`src/axi_apb_split_pkg.sv`:
```
// Shared definitions of the AXI address splitter
//   bus widths and the bridge address tag
//   AXI response codes
//   route and FSM state encodings

`default_nettype none

package axi_apb_split_pkg;

	// ******************************
	// Bus widths
	// ******************************
	localparam int addr_w = 32;
	localparam int data_w = 32;
	localparam int strb_w = 4;
	localparam int id_w = 4;

	// Top address bits compared against the tag
	localparam int tag_w = 4;
	localparam logic [tag_w-1:0] bridge_tag = 4'hf;

	// Outstanding requests per channel
	localparam int route_depth = 4;

	localparam logic [1:0] resp_okay = 2'b00;
	localparam logic [1:0] resp_slverr = 2'b10;

	// ******************************
	// Encodings
	// ******************************
	typedef enum logic {
		route_axi = 1'b0,
		route_apb = 1'b1
	} route_t;

	typedef enum logic [2:0] {
		st_idle,
		st_wait,
		st_pass,
		st_aw_done,
		st_w_done
	} steer_state_t;

	typedef enum logic [1:0] {
		ap_idle,
		ap_setup,
		ap_access,
		ap_resp
	} apb_state_t;

endpackage

`default_nettype wire

```
`src/route_fifo.sv`:
```
// Route FIFO
//   circular buffer of route bits, one entry per accepted request
//   occupancy counter for full and empty

`default_nettype none

module route_fifo
#(
	parameter int depth = axi_apb_split_pkg::route_depth
)
(
	input  wire logic munoc_port_30,
	input  wire logic munoc_port_16,
	input  wire logic push,
	input  wire axi_apb_split_pkg::route_t push_route,
	input  wire logic pop,
	output axi_apb_split_pkg::route_t head_route,
	output logic full,
	output logic empty
);
	import axi_apb_split_pkg::*;

	localparam int ptr_w = $clog2(depth);
	localparam int cnt_w = $clog2(depth + 1);

	route_t mem [depth];
	logic [ptr_w-1:0] wr_ptr;
	logic [ptr_w-1:0] rd_ptr;
	logic [cnt_w-1:0] count;

	// Wraps at depth, so depth need not be a power of two
	function automatic logic [ptr_w-1:0] ptr_next(input logic [ptr_w-1:0] ptr);
		if (ptr == ptr_w'(depth - 1))
			return '0;
		return ptr + 1'b1;
	endfunction

	always_ff @(posedge munoc_port_30)
	begin
		if (push)
			mem[wr_ptr] <= push_route;
	end

	always_ff @(posedge munoc_port_30 or negedge munoc_port_16)
	begin
		if (!munoc_port_16)
		begin
			wr_ptr <= '0;
			rd_ptr <= '0;
			count <= '0;
		end
		else
		begin
			if (push)
				wr_ptr <= ptr_next(wr_ptr);
			if (pop)
				rd_ptr <= ptr_next(rd_ptr);
			if (push && !pop)
				count <= count + 1'b1;
			else if (pop && !push)
				count <= count - 1'b1;
		end
	end

	assign head_route = mem[rd_ptr];
	assign full = (count == cnt_w'(depth));
	assign empty = (count == '0);

	assert property (@(posedge munoc_port_30) disable iff (!munoc_port_16) push |-> !full)
		else $error("route_fifo: push while full");
	assert property (@(posedge munoc_port_30) disable iff (!munoc_port_16) pop |-> !empty)
		else $error("route_fifo: pop while empty");

endmodule

`default_nettype wire

```
`src/write_path.sv`:
```
// Write path of the splitter
//   tag decode and AW/W steering FSM
//   route FIFO and B response selection

`default_nettype none

module write_path
(
	input  wire logic munoc_port_30,
	input  wire logic munoc_port_16,
	// Upstream
	input  wire logic [axi_apb_split_pkg::addr_w-1:0] aw_addr,
	input  wire logic aw_valid,
	output logic aw_ready,
	input  wire logic w_valid,
	output logic w_ready,
	output logic [axi_apb_split_pkg::id_w-1:0] b_id,
	output logic [1:0] b_resp,
	output logic b_valid,
	input  wire logic b_ready,
	// Downstream AXI
	output logic m_aw_valid,
	input  wire logic m_aw_ready,
	output logic m_w_valid,
	input  wire logic m_w_ready,
	input  wire logic [axi_apb_split_pkg::id_w-1:0] m_b_id,
	input  wire logic [1:0] m_b_resp,
	input  wire logic m_b_valid,
	output logic m_b_ready,
	// Bridge
	output logic br_aw_valid,
	input  wire logic br_aw_ready,
	output logic br_w_valid,
	input  wire logic br_w_ready,
	input  wire logic [axi_apb_split_pkg::id_w-1:0] br_b_id,
	input  wire logic [1:0] br_b_resp,
	input  wire logic br_b_valid,
	output logic br_b_ready
);
	import axi_apb_split_pkg::*;

	steer_state_t state;
	route_t route_q;
	route_t head_route;
	logic fifo_full;
	logic fifo_empty;
	logic to_apb;
	logic aw_open;
	logic w_open;
	logic aw_hs;
	logic w_hs;
	logic b_hs;

	assign to_apb = (aw_addr[addr_w-1 -: tag_w] == bridge_tag);

	assign aw_hs = aw_valid & aw_ready;
	assign w_hs = w_valid & w_ready;
	assign b_hs = b_valid & b_ready;

	// ******************************
	// Steering FSM
	// ******************************
	always_ff @(posedge munoc_port_30 or negedge munoc_port_16)
	begin
		if (!munoc_port_16)
		begin
			state <= st_idle;
			route_q <= route_axi;
		end
		else
		begin
			case (state)
				st_idle:
					if (aw_valid)
					begin
						route_q <= to_apb ? route_apb : route_axi;
						state <= fifo_full ? st_wait : st_pass;
					end
				st_wait:
					if (!fifo_full)
						state <= st_pass;
				st_pass:
					if (aw_hs && w_hs)
						state <= st_idle;
					else if (aw_hs)
						state <= st_aw_done;
					else if (w_hs)
						state <= st_w_done;
				st_aw_done:
					if (w_hs)
						state <= st_idle;
				st_w_done:
					if (aw_hs)
						state <= st_idle;
				default:
					state <= st_idle;
			endcase
		end
	end

	// A channel stays open until its own handshake
	assign aw_open = (state == st_pass) || (state == st_w_done);
	assign w_open = (state == st_pass) || (state == st_aw_done);

	always_comb
	begin
		m_aw_valid = 1'b0;
		m_w_valid = 1'b0;
		br_aw_valid = 1'b0;
		br_w_valid = 1'b0;
		if (route_q == route_apb)
		begin
			br_aw_valid = aw_open & aw_valid;
			br_w_valid = w_open & w_valid;
			aw_ready = aw_open & br_aw_ready;
			w_ready = w_open & br_w_ready;
		end
		else
		begin
			m_aw_valid = aw_open & aw_valid;
			m_w_valid = w_open & w_valid;
			aw_ready = aw_open & m_aw_ready;
			w_ready = w_open & m_w_ready;
		end
	end

	route_fifo u_route_fifo
	(
		.munoc_port_30(munoc_port_30),
		.munoc_port_16(munoc_port_16),
		.push(aw_hs),
		.push_route(route_q),
		.pop(b_hs),
		.head_route(head_route),
		.full(fifo_full),
		.empty(fifo_empty)
	);

	// ******************************
	// B selection by FIFO head
	// ******************************
	assign b_valid = !fifo_empty && ((head_route == route_apb) ? br_b_valid : m_b_valid);
	assign b_id = (head_route == route_apb) ? br_b_id : m_b_id;
	assign b_resp = (head_route == route_apb) ? br_b_resp : m_b_resp;
	assign m_b_ready = !fifo_empty && (head_route == route_axi) && b_ready;
	assign br_b_ready = !fifo_empty && (head_route == route_apb) && b_ready;

	assert property (@(posedge munoc_port_30) disable iff (!munoc_port_16)
		b_valid && !b_ready |=> b_valid && $stable(b_id) && $stable(b_resp))
		else $error("write_path: B response changed before b_ready");

endmodule

`default_nettype wire

```
`src/read_path.sv`:
```
// Read path of the splitter
//   tag decode and AR steering FSM
//   route FIFO and R response selection

`default_nettype none

module read_path
(
	input  wire logic munoc_port_30,
	input  wire logic munoc_port_16,
	// Upstream
	input  wire logic [axi_apb_split_pkg::addr_w-1:0] ar_addr,
	input  wire logic ar_valid,
	output logic ar_ready,
	output logic [axi_apb_split_pkg::id_w-1:0] r_id,
	output logic [axi_apb_split_pkg::data_w-1:0] r_data,
	output logic [1:0] r_resp,
	output logic r_valid,
	input  wire logic r_ready,
	// Downstream AXI
	output logic m_ar_valid,
	input  wire logic m_ar_ready,
	input  wire logic [axi_apb_split_pkg::id_w-1:0] m_r_id,
	input  wire logic [axi_apb_split_pkg::data_w-1:0] m_r_data,
	input  wire logic [1:0] m_r_resp,
	input  wire logic m_r_valid,
	output logic m_r_ready,
	// Bridge
	output logic br_ar_valid,
	input  wire logic br_ar_ready,
	input  wire logic [axi_apb_split_pkg::id_w-1:0] br_r_id,
	input  wire logic [axi_apb_split_pkg::data_w-1:0] br_r_data,
	input  wire logic [1:0] br_r_resp,
	input  wire logic br_r_valid,
	output logic br_r_ready
);
	import axi_apb_split_pkg::*;

	steer_state_t state;
	route_t route_q;
	route_t head_route;
	logic fifo_full;
	logic fifo_empty;
	logic to_apb;
	logic ar_open;
	logic ar_hs;
	logic r_hs;
	logic head_apb;

	assign to_apb = (ar_addr[addr_w-1 -: tag_w] == bridge_tag);

	assign ar_hs = ar_valid & ar_ready;
	assign r_hs = r_valid & r_ready;

	always_ff @(posedge munoc_port_30 or negedge munoc_port_16)
	begin
		if (!munoc_port_16)
		begin
			state <= st_idle;
			route_q <= route_axi;
		end
		else
		begin
			case (state)
				st_idle:
					if (ar_valid)
					begin
						route_q <= to_apb ? route_apb : route_axi;
						state <= fifo_full ? st_wait : st_pass;
					end
				st_wait:
					if (!fifo_full)
						state <= st_pass;
				st_pass:
					if (ar_hs)
						state <= st_idle;
				default:
					state <= st_idle;
			endcase
		end
	end

	assign ar_open = (state == st_pass);
	assign m_ar_valid = ar_open && ar_valid && (route_q == route_axi);
	assign br_ar_valid = ar_open && ar_valid && (route_q == route_apb);
	assign ar_ready = ar_open && ((route_q == route_apb) ? br_ar_ready : m_ar_ready);

	route_fifo u_route_fifo
	(
		.munoc_port_30(munoc_port_30),
		.munoc_port_16(munoc_port_16),
		.push(ar_hs),
		.push_route(route_q),
		.pop(r_hs),
		.head_route(head_route),
		.full(fifo_full),
		.empty(fifo_empty)
	);

	// R selection by FIFO head
	assign head_apb = (head_route == route_apb);
	assign r_valid = !fifo_empty && (head_apb ? br_r_valid : m_r_valid);
	assign r_id = head_apb ? br_r_id : m_r_id;
	assign r_data = head_apb ? br_r_data : m_r_data;
	assign r_resp = head_apb ? br_r_resp : m_r_resp;
	assign m_r_ready = !fifo_empty && !head_apb && r_ready;
	assign br_r_ready = !fifo_empty && head_apb && r_ready;

	// No read accepted with all route slots taken
	assert property (@(posedge munoc_port_30) disable iff (!munoc_port_16)
		fifo_full |-> !ar_ready)
		else $error("read_path: ar_ready high with route FIFO full");

endmodule

`default_nettype wire

```
`src/apb_bridge.sv`:
```
// AXI to APB bridge
//   one single-beat request at a time, write before read
//   APB setup and access phases
//   B or R response held until accepted

`default_nettype none

module apb_bridge
(
	input  wire logic munoc_port_30,
	input  wire logic munoc_port_16,
	// Requests
	input  wire logic [axi_apb_split_pkg::id_w-1:0] aw_id,
	input  wire logic [axi_apb_split_pkg::addr_w-1:0] aw_addr,
	input  wire logic aw_valid,
	output logic aw_ready,
	input  wire logic [axi_apb_split_pkg::data_w-1:0] w_data,
	input  wire logic w_valid,
	output logic w_ready,
	input  wire logic [axi_apb_split_pkg::id_w-1:0] ar_id,
	input  wire logic [axi_apb_split_pkg::addr_w-1:0] ar_addr,
	input  wire logic ar_valid,
	output logic ar_ready,
	// Responses
	output logic [axi_apb_split_pkg::id_w-1:0] b_id,
	output logic [1:0] b_resp,
	output logic b_valid,
	input  wire logic b_ready,
	output logic [axi_apb_split_pkg::id_w-1:0] r_id,
	output logic [axi_apb_split_pkg::data_w-1:0] r_data,
	output logic [1:0] r_resp,
	output logic r_valid,
	input  wire logic r_ready,
	// APB
	output logic [axi_apb_split_pkg::addr_w-1:0] paddr,
	output logic pwrite,
	output logic psel,
	output logic penable,
	output logic [axi_apb_split_pkg::data_w-1:0] pwdata,
	input  wire logic [axi_apb_split_pkg::data_w-1:0] prdata,
	input  wire logic pready,
	input  wire logic pslverr
);
	import axi_apb_split_pkg::*;

	apb_state_t state;
	logic write_q;
	logic [id_w-1:0] id_q;
	logic [addr_w-1:0] addr_q;
	logic [data_w-1:0] data_q;
	logic [1:0] resp_q;
	logic take_write;
	logic take_read;

	// Write needs AW and W together and wins over a read
	assign take_write = (state == ap_idle) && aw_valid && w_valid;
	assign take_read = (state == ap_idle) && ar_valid && !(aw_valid && w_valid);

	assign aw_ready = take_write;
	assign w_ready = take_write;
	assign ar_ready = take_read;

	always_ff @(posedge munoc_port_30 or negedge munoc_port_16)
	begin
		if (!munoc_port_16)
		begin
			state <= ap_idle;
			write_q <= 1'b0;
		end
		else
		begin
			case (state)
				ap_idle:
					if (take_write || take_read)
					begin
						write_q <= take_write;
						state <= ap_setup;
					end
				ap_setup:
					state <= ap_access;
				ap_access:
					if (pready)
						state <= ap_resp;
				ap_resp:
					if (write_q ? b_ready : r_ready)
						state <= ap_idle;
				default:
					state <= ap_idle;
			endcase
		end
	end

	// Request and response payload
	always_ff @(posedge munoc_port_30)
	begin
		if (take_write)
		begin
			id_q <= aw_id;
			addr_q <= aw_addr;
			data_q <= w_data;
		end
		else if (take_read)
		begin
			id_q <= ar_id;
			addr_q <= ar_addr;
		end
		else if ((state == ap_access) && pready)
		begin
			resp_q <= pslverr ? resp_slverr : resp_okay;
			if (!write_q)
				data_q <= prdata;
		end
	end

	assign psel = (state == ap_setup) || (state == ap_access);
	assign penable = (state == ap_access);
	assign paddr = addr_q;
	assign pwrite = write_q;
	assign pwdata = data_q;

	assign b_valid = (state == ap_resp) && write_q;
	assign b_id = id_q;
	assign b_resp = resp_q;
	assign r_valid = (state == ap_resp) && !write_q;
	assign r_id = id_q;
	assign r_data = data_q;
	assign r_resp = resp_q;

	assert property (@(posedge munoc_port_30) disable iff (!munoc_port_16)
		penable |-> psel && $past(psel))
		else $error("apb_bridge: penable without setup cycle");
	assert property (@(posedge munoc_port_30) disable iff (!munoc_port_16)
		psel && penable |-> $stable(paddr) && $stable(pwrite))
		else $error("apb_bridge: paddr changed during access");

endmodule

`default_nettype wire

```
`src/axi_apb_split.sv`:
```
// Top level of the AXI address splitter
//   upstream AXI, downstream AXI and APB ports
//   write path, read path and APB bridge instances

`default_nettype none

module axi_apb_split
(
	input  wire logic munoc_port_30,
	input  wire logic munoc_port_16,
	// Upstream AXI
	input  wire logic [axi_apb_split_pkg::id_w-1:0] aw_id,
	input  wire logic [axi_apb_split_pkg::addr_w-1:0] aw_addr,
	input  wire logic aw_valid,
	output logic aw_ready,
	input  wire logic [axi_apb_split_pkg::data_w-1:0] w_data,
	input  wire logic [axi_apb_split_pkg::strb_w-1:0] w_strb,
	input  wire logic w_valid,
	output logic w_ready,
	output logic [axi_apb_split_pkg::id_w-1:0] b_id,
	output logic [1:0] b_resp,
	output logic b_valid,
	input  wire logic b_ready,
	input  wire logic [axi_apb_split_pkg::id_w-1:0] ar_id,
	input  wire logic [axi_apb_split_pkg::addr_w-1:0] ar_addr,
	input  wire logic ar_valid,
	output logic ar_ready,
	output logic [axi_apb_split_pkg::id_w-1:0] r_id,
	output logic [axi_apb_split_pkg::data_w-1:0] r_data,
	output logic [1:0] r_resp,
	output logic r_valid,
	input  wire logic r_ready,
	// Downstream AXI
	output logic [axi_apb_split_pkg::id_w-1:0] m_aw_id,
	output logic [axi_apb_split_pkg::addr_w-1:0] m_aw_addr,
	output logic m_aw_valid,
	input  wire logic m_aw_ready,
	output logic [axi_apb_split_pkg::data_w-1:0] m_w_data,
	output logic [axi_apb_split_pkg::strb_w-1:0] m_w_strb,
	output logic m_w_valid,
	input  wire logic m_w_ready,
	input  wire logic [axi_apb_split_pkg::id_w-1:0] m_b_id,
	input  wire logic [1:0] m_b_resp,
	input  wire logic m_b_valid,
	output logic m_b_ready,
	output logic [axi_apb_split_pkg::id_w-1:0] m_ar_id,
	output logic [axi_apb_split_pkg::addr_w-1:0] m_ar_addr,
	output logic m_ar_valid,
	input  wire logic m_ar_ready,
	input  wire logic [axi_apb_split_pkg::id_w-1:0] m_r_id,
	input  wire logic [axi_apb_split_pkg::data_w-1:0] m_r_data,
	input  wire logic [1:0] m_r_resp,
	input  wire logic m_r_valid,
	output logic m_r_ready,
	// APB
	output logic [axi_apb_split_pkg::addr_w-1:0] paddr,
	output logic pwrite,
	output logic psel,
	output logic penable,
	output logic [axi_apb_split_pkg::data_w-1:0] pwdata,
	input  wire logic [axi_apb_split_pkg::data_w-1:0] prdata,
	input  wire logic pready,
	input  wire logic pslverr
);
	import axi_apb_split_pkg::*;

	// ******************************
	// Path to bridge wires
	// ******************************
	logic br_aw_valid;
	logic br_aw_ready;
	logic br_w_valid;
	logic br_w_ready;
	logic [id_w-1:0] br_b_id;
	logic [1:0] br_b_resp;
	logic br_b_valid;
	logic br_b_ready;
	logic br_ar_valid;
	logic br_ar_ready;
	logic [id_w-1:0] br_r_id;
	logic [data_w-1:0] br_r_data;
	logic [1:0] br_r_resp;
	logic br_r_valid;
	logic br_r_ready;

	// Request payload goes straight downstream, only valids are steered
	assign m_aw_id = aw_id;
	assign m_aw_addr = aw_addr;
	assign m_w_data = w_data;
	assign m_w_strb = w_strb;
	assign m_ar_id = ar_id;
	assign m_ar_addr = ar_addr;

	// Path ports carry the same names as the top-level signals
	write_path u_write_path
	(
		.*
	);

	read_path u_read_path
	(
		.*
	);

	apb_bridge u_apb_bridge
	(
		.aw_valid(br_aw_valid),
		.aw_ready(br_aw_ready),
		.w_valid(br_w_valid),
		.w_ready(br_w_ready),
		.b_id(br_b_id),
		.b_resp(br_b_resp),
		.b_valid(br_b_valid),
		.b_ready(br_b_ready),
		.ar_valid(br_ar_valid),
		.ar_ready(br_ar_ready),
		.r_id(br_r_id),
		.r_data(br_r_data),
		.r_resp(br_r_resp),
		.r_valid(br_r_valid),
		.r_ready(br_r_ready),
		.*
	);

endmodule

`default_nettype wire

```
`config.mk`:
```
export PLATFORM = sky130hd
export DESIGN_NAME = axi_apb_split
export DESIGN_NICKNAME = d
export VERILOG_FILES = /design/src/axi_apb_split_pkg.sv /design/src/route_fifo.sv /design/src/write_path.sv /design/src/read_path.sv /design/src/apb_bridge.sv /design/src/axi_apb_split.sv
export SDC_FILE = /design/constraint.sdc
export NUM_CORES = 1
export LEC_CHECK = 0
export BUFFER_PORTS_ARGS = -buffer_cell sky130_fd_sc_hd__buf_2
export CELL_PAD_IN_SITES_DETAIL_PLACEMENT = 1
export CELL_PAD_IN_SITES_GLOBAL_PLACEMENT = 1
export CORE_AREA = 2 2 166 168
export CTS_CLUSTER_DIAMETER = 60
export DETAILED_ROUTE_END_ITERATION = 6
export DIE_AREA = 0 0 168 170
export HOLD_SLACK_MARGIN = 0.08
export PLACE_DENSITY_LB_ADDON = 0.05
export RECOVER_POWER = 50
export SYNTH_ARGS = -nofsm -noshare
export SYNTH_HDL_FRONTEND = slang
export SYNTH_SLANG_ARGS = --single-unit
```
`constraint.sdc`:
```
create_clock -name munoc_port_30 -period 9.4 [get_ports munoc_port_30]
set_clock_uncertainty 0.15 [all_clocks]
set_input_delay 1.41 -clock munoc_port_30 [delete_from_list [all_inputs] [get_ports munoc_port_30]]
set_output_delay 1.41 -clock munoc_port_30 [all_outputs]
set_load 0.01 [all_outputs]
```
Word level (Yosys, flattened, before mapping)
Memory sizes are Yosys's and may differ from the RTL's.
Index checks and enable logic that the tools add are counted.
{"block": "classes", "eq_ne": 30, "n_mul": 0, "n_addsub": 8, "order_cmp": 0, "div_mod_pow": 0, "reduce_logical": 57, "mux": 68, "shifts": 0, "bitwise": 15}
{"op": "$mux W32", "n": 7}
{"op": "$mux W3", "n": 14}
{"op": "$mux W2", "n": 16}
{"op": "$logic_and A1 B1 Y1", "n": 27}
{"op": "$mux W1", "n": 24}
{"op": "$mux W4", "n": 4}
{"op": "$pmux W3 S5", "n": 1}
{"op": "$ne A2 B2 Y1 const B", "n": 7}
{"op": "$eq A2 B2 Y1 const B", "n": 6}
{"op": "$logic_not A3 Y1", "n": 4}
{"op": "$reduce_and A3 Y1", "n": 4}
{"op": "$and A1 B1 Y1", "n": 11}
{"op": "$ne A2 B1 Y1 const B", "n": 5}
{"op": "$eq A3 B2 Y1 const B", "n": 3}
{"op": "$eq A3 B3 Y1 const B", "n": 3}
{"op": "$logic_not A1 Y1", "n": 9}
{"op": "$pmux W3 S3", "n": 1}
{"op": "$add A2 B1 Y2 const B", "n": 4}
{"op": "$eq A4 B4 Y1 const B", "n": 2}
{"op": "$pmux W2 S4", "n": 1}
{"op": "$reduce_bool A2 Y1", "n": 4}
{"op": "$add A3 B1 Y3 const B", "n": 2}
{"op": "$eq A3 B1 Y1 const B", "n": 2}
{"op": "$reduce_and A2 Y1", "n": 3}
{"op": "other kinds (7)", "n": 14}
{"block": "totals", "wordCells": 196, "latchBits": 0, "output_inout_bits": 229, "ram_bits": 8, "ff_bits": 95, "memories": 2, "mem_bits_ro": 0}
{"memory": "u_read_path.u_route_fifo.mem", "depth": 4, "width": 1, "read_ports": 1, "rd_clocked_by_memory_dff": 0, "write_ports": 1, "line": "route_fifo.sv:26", "rtl": "route_t mem [depth];"}
{"memory": "u_write_path.u_route_fifo.mem", "depth": 4, "width": 1, "read_ports": 1, "rd_clocked_by_memory_dff": 0, "write_ports": 1, "line": "route_fifo.sv:26"}

Longest topological paths before layout
{"block": "depth", "ltp_word": 14, "ltp_mapped": 11, "mapped_depth_nobuf": 11}

Hierarchy
A second synthesis with hierarchy kept.
{"block": "unflattened", "cells_unflattened": 527, "area_unflattened_um2": 6620.1}
{"mod": "apb_bridge", "seq_area_each_um2": 2147.1, "n_inst": 1, "area_each_um2": 3425.8, "cells_each": 213}
{"mod": "route_fifo", "seq_area_each_um2": 295.3, "n_inst": 2, "area_each_um2": 553.0, "cells_each": 42}
{"mod": "read_path", "seq_area_each_um2": 75.1, "n_inst": 1, "area_each_um2": 838.3, "cells_each": 67}
{"mod": "axi_apb_split", "seq_area_each_um2": 0.0, "n_inst": 1, "area_each_um2": 810.8, "cells_each": 108}
{"mod": "write_path", "seq_area_each_um2": 100.1, "n_inst": 1, "area_each_um2": 439.2, "cells_each": 55}

Worst setup path after synthesis
OpenSTA, ideal clock, no wires.
{"block": "synth_path", "path_kind": "input to register", "from": "input ar_valid", "to": "register u_apb_bridge.resp_q[1], in the netlist u_apb_bridge.b_resp[1], enable pin", "t_required_ns": 8.874, "t_arrival_ns": 4.371, "setup_time_ns": 0.376, "stages": 3, "n_path_buf": 0, "setup_slack_ns": 4.503, "cell_sequence": "nand3b_1 > o21ai_0 > nor2_1"}
{"block": "synth_between", "elab_chain_cells": 6}
{"element": "start, declared", "line": "axi_apb_split.sv:26", "rtl": "input wire logic ar_valid,"}
{"element": "$logic_and A1 B1 Y1 (2 in a row)", "line": "read_path.sv:85", "rtl": "assign br_ar_valid = ar_open && ar_valid && (route_q == route_apb);"}
{"element": "$logic_and A1 B1 Y1 (2 in a row)", "line": "apb_bridge.sv:57", "rtl": "assign take_read = (state == ap_idle) && ar_valid && !(aw_valid && w_valid);"}
{"element": "$not A1 Y1 (no source line)"}
{"element": "$reduce_and A3 Y1 (no source line)"}
{"element": "end signal, assigned", "line": "apb_bridge.sv:109", "rtl": "resp_q <= pslverr ? resp_slverr : resp_okay;"}
{"element": "end, declared", "line": "apb_bridge.sv:51", "rtl": "logic [1:0] resp_q;"}
Every way passes these cells.
A chain may end at the register's enable or synchronous reset.

Worst setup path after layout
{"block": "layout_path", "from": "input aw_valid", "to": "register u_apb_bridge.addr_q[27], in the netlist u_apb_bridge.paddr[27], enable pin"}
{"block": "layout_between", "elab_chain_cells": 6}
{"element": "start, declared", "line": "axi_apb_split.sv:14", "rtl": "input wire logic aw_valid,"}
{"element": "$and A1 B1 Y1 (*)", "line": "write_path.sv:113", "rtl": "br_aw_valid = aw_open & aw_valid;"}
{"element": "$mux W1 (*)", "line": "write_path.sv:111", "rtl": "if (route_q == route_apb)"}
{"element": "$logic_and A1 B1 Y1", "line": "apb_bridge.sv:57"}
{"element": "$logic_not A1 Y1", "line": "apb_bridge.sv:57"}
{"element": "$logic_and A1 B1 Y1", "line": "apb_bridge.sv:57"}
{"element": "$reduce_bool A2 Y1 (no source line) (*)"}
{"element": "end signal, assigned", "line": "apb_bridge.sv:99", "rtl": "addr_q <= aw_addr;"}
{"element": "end signal, assigned", "line": "apb_bridge.sv:105", "rtl": "addr_q <= ar_addr;"}
{"element": "end, declared", "line": "apb_bridge.sv:49", "rtl": "logic [addr_w-1:0] addr_q;"}
Every way passes the cells marked *; elsewhere a longest branch is shown, timed or not.

==> impl_results.md <==
* Status: finished with violations
* Failing checks: max-capacitance violations, max-slew violations
* Synthesized area per cell at roughly 13 µm²
* Synth Instances at around 480
* Worst path max stage delay at about 1.6 ns
* Sequential element share of the synthesized area at a little under half
* Initial core utilization at ~23%
* Critical Path RT at slightly above 9 ns
* Initial DRC Count at between 100 and 150
* Crit path top cell by count: clkbuf_1
* DRT met1 WL at 8849 µm
* Arr. time, crit path at 5.08 ns
* H-tree levels at 3
* Min Tclk post-route at 5.298 ns
* Routed wl met2 at between 10000 and 15000 µm
* Ys flop type: edfxtp_1
* Initial antenna violation count at 1
* Reg2Reg Launch Point: u_apb_bridge.state[0]
* # nets final at between 1k and 1.5k
* DR vias at around 4.9k
* #FFs+latches synth at 101
* Total CTS buffers at 9
* Async set or reset register ratio after synthesis at around a quarter
* Slowest CP cell: clkbuf_1
* Compound-Gate Fraction of Synth Area at 2.981%
* Number of I/O pins at about 430
* Final Max Slew Viols at roughly 100
* Crit path launch type: primary input
* Worst Setup SP: aw_valid
* Synth area leader: edfxtp_1
* Synth Area in Simple Gates at under 10%
* Post-cts resize count at 0
* Highest clock rate at about 190 MHz
* Final setup fails at 0
* Total Wirelength at 23320 µm
* DR pass1 iterations at 4
* Critical-path maximum fanout at 37
* Vias in the first global route at 5184
* Post-synthesis mux area share at roughly a quarter
* Top Family by Delay on Critical Path: buffers and inverters
* Total gr overflow at 0
* Post-CTS setup buffers at 0
* Largest cells by area after synthesis: edfxtp_1, mux2_2, buf_4
* Worst Hold Class: reg -> reg
* Area growth syn-to-layout at 30.26%
* FF-to-FF setup slack at 4.69 ns
* Die area at 28560 µm²
* Antenna-violating nets left at 0
* Top sig layer: met5
* Later-pin clock latency in the skew report at between 0.3 and 0.4 ns
* Placed insts at around 1.1k
* Top-count cell post-synth: mux2_2
* Avg WL per Cell at about 20 µm
* PortBufs at between 400 and 500
* Clock buffer depth at 2
* TritonCTS sink count at around 100
* CTS tree: done
* Largest net degree at the start of global routing at 42
* Slew HR at -45.09%
* Final Hold Viols at 0
* Total negative slack at 0 ns
* EDFF count, synth at 77
* Die Wd at around 170 µm
* Hold_buf cts at 0
* Levels on crit path at 5
* Post-synthesis cell type count at 47
* Non-Filler Instances at about 1.1k
* Crit-path cells: clkbuf_1 > and4bb_1 > nand3_1 > o21ai_4 > clkbuf_1
* Worst Path Buf+Inv at 2
* Final RePlAce weighted congestion at approximately 0.89
* Layout cells sized above 1 at 58.64%
* RSZ-0062 raised after global routing: no
* Max VDD drop at approximately 92 µV
* Pwr/cell area at around 220 nW/µm²
* DP HPWL at between 15000 and 20000 µm
* Residual DRC at 0
* Adder-Cell Fraction of Synth Area at under 10%
* Area share of the largest cell type after synthesis at 37.73%
* XOR/XNOR Fraction of Synth Area at 1.000%
* Die Y at between 150 and 200 µm
* Min-delay src: u_read_path.u_route_fifo.count[2]
* Avg Vias per Cell at approximately 4.3
* Syn. warnings at 0
* Core ar. at approximately 27000 µm²
* WL met3 at approximately 1700 µm
* WHS Path Cells at 1
* Cell Rows at 60
* Final hold slack at 0.4124 ns
* Synth Net Count at about 700
* Final design utilization at between 20% and 30%
* Final worst path period share at between 50% and 60%
* Area of the mapped netlist at 6128 µm²
* Main combinational cell family by area after synthesis: multiplexers
* Critical path type: in -> reg
* First-pass GRT wire length at ~33000 µm
* Total global-route track usage at between 10% and 20%
* Commonest cells post-synth: mux2_2, buf_4, edfxtp_1, dfrtp_1, nor2_1
* Worst R2R Path Depth at 5
* Leakage at between 3 and 4 nW
* Critical path endpoint category: flip-flop
* Clock root cell: clkbuf_16
* Worst Max-Slew Pin Slew at 2.176 ns
* Clk pin slew, worst setup/hold paths at roughly 0.070 ns
* MaxCap Viol Count at 4
## through the flow
step	setup WS (ns)	area, µm²	total power [W]
floorplan	4.503	6128	0.001099
finish	4.102	7983	0.001730
global route	3.593	7980	0.001842
CTS	5.201	8124	0.001778
detailed placement	5.243	7818	0.001369
global placement	5.308	7818	0.001340
## worst paths after layout
kind | endpoint
worst min-delay path | u_read_path.u_route_fifo.count[2]
worst min register to register | u_read_path.u_route_fifo.count[2]
min in group asynchronous | u_read_path.state[1]
max in group asynchronous | u_apb_bridge.pwrite
worst max-delay path | u_apb_bridge.paddr[27]
worst max register to register | u_apb_bridge.paddr[27]
## final cells by class
type | count | area, µm²
well taps | 341 | 426.7
diodes | 1 | 2.502
flip-flops and latches | 101 | 2913
clock inverters | 7 | 81.33
clock buffers | 9 | 225.2
multi-input cells | 241 | 2292
inverters | 14 | 52.55
fillers | 3078 | 18670
repair buffers | 421 | 1989
## power by group
part	internal [W]	switching, W	leakage, nW	total [W]
clock	0.000211	0.000186	0.148	0.000397
combinational	0.000329	0.000370	2.34	0.000699
sequential	0.000553	0.0000808	0.987	0.000634
## cells by family (layout without fill, tap and decap cells)
group | after synthesis | count (layout)
buffers and inverters | 136 | 451
multiplexers | 126 | 126
flip-flops | 101 | 101
AND/OR/NAND/NOR | 65 | 65
AO/OA/AOI/OAI | 25 | 25
adder cells (fa/ha/maj) | 18 | 18
XOR/XNOR | 7 | 7
other | 0 | 1
## cell usage in the layout, fill, tap and decap left out, types with 5 or more instances in the layout
| cell type | count |
|---|---|
| dfrtp_1 | 24 |
| ha_1 | 16 |
| edfxtp_1 | 77 |
| inv_1 | 14 |
| nand2b_1 | 5 |
| and2_0 | 5 |
| clkbuf_1 | 96 |
| nor2_1 | 23 |
| clkbuf_16 | 9 |
| buf_2 | 324 |
| nor3_1 | 5 |
| mux2_2 | 118 |
| nand2_1 | 5 |
## per-layer routing
metal,GRT usage [%],up-vias
li1,-,2229
met1,16.65,2357
met2,30.76,254
met3,4.163,19
met4,3.856,2
met5,0,-
## registers in the layout, indices dropped and copies added (netlist names), 3 cells and up
register and flops:
u_write_path.u_route_fifo.mem 4, u_apb_bridge.b_id 4, u_apb_bridge.paddr 32, u_read_path.u_route_fifo.count 3
u_read_path.u_route_fifo.mem 4, u_apb_bridge.pwdata 32, u_write_path.u_route_fifo.count 3, u_write_path.state 3
(Power assumes the default switching activity.)
